$ cat src/logic/video_pkg.sv
package video_pkg;

	//////////////////////////////////////////////////
	// Widths
	//////////////////////////////////////////////////

	// Palette color index, one byte per pixel
	localparam int unsigned COLOR_W = 8;
	// Layer priority field
	localparam int unsigned PRIO_W = 3;
	// One palette channel as stored in the PROM
	localparam int unsigned CHAN_W = 4;
	// Output intensity per channel after the ladder
	localparam int unsigned BPP = 8;

	//////////////////////////////////////////////////
	// Palette and pens
	//////////////////////////////////////////////////

	// Two banks of 256 colors
	localparam int unsigned PAL_DEPTH = 512;
	localparam int unsigned PAL_AW = $clog2(PAL_DEPTH);
	// Sprite pen that lets the tile layer show through
	localparam logic [3:0] TRANSPARENT_PEN = 4'hF;

	//////////////////////////////////////////////////
	// Resistor ladder
	//////////////////////////////////////////////////

	// Ohms, channel bit 3 down to bit 0
	localparam int RM1 = 220;
	localparam int RM2 = 470;
	localparam int RM3 = 1000;
	localparam int RM4 = 2200;
	// One table entry per 4-bit channel code
	localparam int unsigned LADDER_CODES = 2 ** CHAN_W;

	//////////////////////////////////////////////////
	// Types
	//////////////////////////////////////////////////

	typedef logic [COLOR_W-1:0] color_t;
	typedef logic [PRIO_W-1:0] prio_t;

	// Pixel from one video layer
	typedef struct packed {
		color_t color;
		prio_t  prio;
	} layer_pixel_t;

	// Palette load port, addr is {bank, index}
	typedef struct packed {
		logic              we;
		logic [PAL_AW-1:0] addr;
		logic [CHAN_W-1:0] r;
		logic [CHAN_W-1:0] g;
		logic [CHAN_W-1:0] b;
	} palette_wr_t;

	// Final intensities to the monitor
	typedef struct packed {
		logic [BPP-1:0] r;
		logic [BPP-1:0] g;
		logic [BPP-1:0] b;
	} rgb_t;

endpackage

$ cat src/logic/pixel_mixer.sv
module pixel_mixer import video_pkg::*; (
	input  logic         clk_6m,
	input  logic         rst_n,
	input  layer_pixel_t tile,
	input  layer_pixel_t sprite,
	output color_t       mixed_index
);

	//////////////////////////////////////////////////
	// Priority decision
	//////////////////////////////////////////////////

	// Sprite pen in the low nibble of its color
	logic [3:0] sprite_pen;
	// Sprite pixel carries real color
	logic       sprite_opaque;
	// Sprite priority at least that of the tile
	logic       sprite_above;
	// Final choice for this pixel
	logic       sprite_wins;
	// Color of the winning layer
	color_t     win_color;

	assign sprite_pen = sprite.color[3:0];

	// Pen 15 is see-through on the sprite layer
	assign sprite_opaque = (sprite_pen != TRANSPARENT_PEN);

	// Ties go to the sprite
	assign sprite_above = (sprite.prio >= tile.prio);

	// Both conditions needed, else the tile shows
	assign sprite_wins = sprite_opaque && sprite_above;

	always_comb begin
		if (sprite_wins) begin
			win_color = sprite.color;
		end else begin
			win_color = tile.color;
		end
	end

	//////////////////////////////////////////////////
	// Output register
	//////////////////////////////////////////////////

	// One cycle of latency into the color lookup
	// Index 0 out of reset
	always_ff @(posedge clk_6m or negedge rst_n) begin
		if (!rst_n) begin
			mixed_index <= '0;
		end else begin
			mixed_index <= win_color;
		end
	end

endmodule

$ cat config.mk
export PLATFORM = sky130hd
export DESIGN_NAME = pixel_mixer
export DESIGN_NICKNAME = d
export VERILOG_FILES = /design/src/logic/video_pkg.sv /design/src/logic/pixel_mixer.sv
export SDC_FILE = /design/constraint.sdc
export NUM_CORES = 1
export LEC_CHECK = 0
export BUFFER_PORTS_ARGS = -buffer_cell sky130_fd_sc_hd__buf_2
export CORE_AREA = 2 2 39 41
export CTS_CLUSTER_DIAMETER = 40
export DETAILED_ROUTE_END_ITERATION = 7
export DIE_AREA = 0 0 41 43
export PLACE_DENSITY_LB_ADDON = 0.08
export SLEW_MARGIN = 0
export SYNTH_ARGS = -nofsm -noshare
export SYNTH_HDL_FRONTEND = slang
export SYNTH_SLANG_ARGS = --single-unit
$ cat constraint.sdc
create_clock -name clk_6m -period 1.1 [get_ports clk_6m]
set_clock_uncertainty 0.1 [all_clocks]
set_input_delay 0.11 -clock clk_6m [delete_from_list [all_inputs] [get_ports clk_6m]]
set_output_delay 0.11 -clock clk_6m [all_outputs]
set_load 0.01 [all_outputs]
[Word-level counts from Yosys, hierarchy flattened]
Cells that the tools add are included.
Cells by class
  $add $sub $neg: 0
  multiply operators: 0
  div/mod/pow operators: 0
  order comparisons: 1
  equal/unequal tests: 1
  shift-type cells: 0
  multiplexer cells: 1
  bitwise logic cells: 0
  reduce and logical (&&, ||, !) cells: 1
Operator list (count)
  $mux W8: 1
  $ne A4 B4 Y1 const B: 1
  $ge A3 B3 Y1: 1
  $logic_and A1 B1 Y1: 1
Word-level totals
  bits in registers: 8
  latch bits: 0
  bits in writable memories: 0
  memory bits (read-only): 0
  input bits: 24
  memories kept: 0

[Logic depth before layout (Yosys ltp)]
  depth in word-level cells: 3
  gate-level depth with buffers: 7
  mapped depth without buffers: 6

[Worst setup path after synthesis]
Ideal clock, no wire load.
  path kind: input to register
  start point: input port tile[2] in the netlist's numbering
  end point: register mixed_index[1]
  arrival time: 1.338 ns
  required time: 0.875 ns
  setup slack: -0.463 ns
  stages on the path: 7
  path buffers: 1
  cells stage by stage: inv_1 -> ha_1 -> a21o_1 -> a31oi_1 -> a41o_1 -> buf_6 -> mux2_4
Between the ends
  longest elaborated chain between the ends: 3
RTL lines
  start, declared: line pixel_mixer.sv:4  | input layer_pixel_t tile,
  $ge A3 B3 Y1: line pixel_mixer.sv:30  | assign sprite_above = (sprite.prio >= tile.prio);
  $logic_and A1 B1 Y1: line pixel_mixer.sv:33  | assign sprite_wins = sprite_opaque && sprite_above;
  $mux W8: line pixel_mixer.sv:36  | if (sprite_wins) begin
  named net win_color[1]: line pixel_mixer.sv:22  | color_t win_color;
  end signal, assigned: line pixel_mixer.sv:53  | mixed_index <= win_color;
  end, declared: line pixel_mixer.sv:6  | output color_t mixed_index
The timed path passes the listed nets, and every way through them passes these cells.

[Worst setup path after layout]
  start point: input port sprite[2] in the netlist's numbering
  end point: register mixed_index[1]
Between the ends
  longest elaborated chain between the ends: 3
RTL lines
  start, declared: line pixel_mixer.sv:5  | input layer_pixel_t sprite,
  $ge A3 B3 Y1: line pixel_mixer.sv:30
  $logic_and A1 B1 Y1: line pixel_mixer.sv:33
  $mux W8: line pixel_mixer.sv:36
  named net win_color[1]: line pixel_mixer.sv:22
The timed path passes the listed nets, and every way through them passes these cells.

==> flow_summary.ini <==
[pwr]
ir_drop_mv = 0.4275
comb_power_share = 0.372
switching_share = 0.2504
power.leakage_uw = 0.0004409
p_clk_frac = 0.243
p_total_uw = 878.3
p_per_area_nw_per_um2 = 1056
p_int_uw = 658.4
seq_power_share = 0.385
p_sw_uw = 220.0

[timing]
hold_ws_ns = 0.003664
setup_ws_ns = -0.2299
fmax_mhz = 751.9
slew_headroom = 0.8900
grt_setup_unrepaired = true
worst_pin_slew_ns = 0.1650
fin_crit_sh = 1.209
report.final.slew_viol_count = 0
hold_viol_final = 0
setup_viol = 8
finalCriticalPeriod_ns = 1.330

[cells_and_area]
finish.utilization = 0.6013
nFillCells = 121
layout-drive-gt1-share = 0.6790
top_regs = mixed_index x8
final_area_um2 = 832.0
largest_reg_flops = 8
areaGrowthSynthToFinish_pct = 105.2
fin_nets = 110
regMostFlops = mixed_index
antenna_cells = 0

[synthesis]
syn_avg_cell_area_um2 = 13.08
synth.distinct_cells = 11
synth_nets = 58
yosysWarnings = 0
ys_seq_area_frac = 0.4938
ys_ff_latch = 8
syn-instance-count = 31
yosys-top-cells-area = dfrtp_1 49%, mux2_4 22%, ha_1 9.3%
yosysTopAreaCellShare = 0.4938
yosys.area.top_type = dfrtp_1
syn-cell-area_um2 = 405.4

[grt]
grt.overflow.total = 0
grt_pass1_wl_mm = 1.559
grt_max_degree = 9
grt_pass1_vias = 427
grt_usage = 0.1366
antenna_found_initial = 0

[floorplan]
core_um2 = 1384
chipHeight_um = 43
rows = 14
die-width_um = 41
floorplan.initialDensity = 0.2929
die_area_um2 = 1763
io_pins = 32

[cts]
numCtsBuffers = 3
htree_levels = 1
ctsRootBufferMaster = clkbuf_4
cts_sinks = 8
ctsLongestPathBuffers = 2
clkTransAtPathRegs_ns = 0.05
cts_tree = done

[critical_path]
arrival_ns = 1.36
cp-end-kind = flip-flop
slowest_stage = mux2_4
max_stage_delay_ns = 0.30
cp.required_ns = 1.13
worstPathMaxFanout = 7
path_class = in2reg
startpoint_type = input port
crit_chain = buf_6, ha_4, a21o_1, a31oi_4, a41o_1, buf_12, mux2_4

[route]
wl_met3_um = 94
dr.pass1.iters = 2
wire_per_inst_um = 10.61
met1_length_um = 374
num_vias = 427
drtIter0Drc = 1
top_layer_used = met4
wl_met2_um = 515
routed_via_density = 4.402
drcViolationCount = 0
ant_nets = 0
routed_wl_mm = 1.029

[outcome]
status = finished with violations
violations = setup timing

[placement]
portBuffers = 31
place.gp.congestion = 0.6848
place_area_um2 = 641.9

[run]
drv_cap = 0

[min_path]
hold_path.class = in2reg
what timing repair did:
| item | 4_1_cts | 5_1_grt |
|---|---|---|
| buffers inserted | 3 | 0 |
| endpoints found under the hold margin | 14 | 0 |
| setup endpoints to repair | 8 | 8 |
| hold buffers | 11 | 0 |
| pin swaps | 4 | 3 |
| gates resized for setup | 3 | 4 |
cell usage in the layout (no fill, tap or decap):
cell,instances
buf_2,29
dlygate4sd3_1,11
dfrtp_1,8
mux2_4,6
buf_4,5
inv_1,3
clkbuf_4,3
nor2_1,2
a21oi_2,2
ha_4,2
buf_6,2
inv_4,1
inv_2,1
nand2b_4,1
a21o_1,1
a31oi_4,1
a41o_1,1
ha_2,1
buf_12,1
stage by stage:
stage	setup WS, ns	instances	setup TNS, ns
final	-0.2299	97	-1.546
after global routing	-0.2694	97	-1.840
after CTS	-0.2446	97	-1.644
after detailed placement	-0.5499	80	-3.916
after global placement	-0.5331	80	-3.805
after floorplan	-0.3392	31	-2.279
power by group through the flow:
stage          logic, uW  clock network, uW  registers, uW
2_1_floorplan        128                  0            365
3_3_place_gp         263                  0            342
3_5_place_dp         265                  0            343
4_1_cts              320                225            338
5_1_grt              355                240            341
6_report             327                214            338
Yosys cell counts:
library cell,count
dfrtp_1,8
mux2_4,6
buf_6,1
a21o_1,1
a21oi_1,2
a41o_1,1
nand2b_1,1
nor2_1,2
a31oi_1,1
inv_1,5
ha_1,3
worst max-delay path, delay by kind of cell:
| family | cells | cell delay (ns) |
|---|---|---|
| compound gates | 3 | 0.49 |
| fa+ha+maj | 1 | 0.23 |
| mux | 1 | 0.30 |
| buf+inv | 2 | 0.23 |
path summary, 6_finish.rpt:
kind / startpoint / endpoint / slack, ns / cells past startpoint
max: sprite[2] / mixed_index[1] / -0.23 / 7
min: tile[3] / mixed_index[0] / 0.004 / 3
max in group asynchronous: rst_n / mixed_index[6] / 0.62 / 2
min in group asynchronous: rst_n / mixed_index[3] / 0.13 / 2
cell families (layout without fill, tap and decap cells):
family	Yosys count	in the layout	synth area share
AOI/OAI and AO/OA	5	5	0.08335
and+or+nand+nor	3	3	0.03397
DFF	8	8	0.4938
adders and majority gates	3	3	0.09260
muxes	6	6	0.2222
buffers and inverters	6	56	0.07408
area by class of cell:
type                            instances  area, um^2  area share
Clock buffer                            3       22.52     0.02707
Timing Repair Buffer                   48       335.3      0.4030
Inverter                                5       21.27     0.02556
Tap cell                               16       20.02     0.02406
Multi-Input combinational cell         17       232.7      0.2797
Sequential cell                         8       200.2      0.2406
layer usage:
metal | global-route usage | vias up
met5 | 0 | -
met4 | 0.1533 | 0
met3 | 0.005236 | 5
met2 | 0.2188 | 24
met1 | 0.1353 | 192
li1 | - | 206
Power figures use the tool's default switching activity.
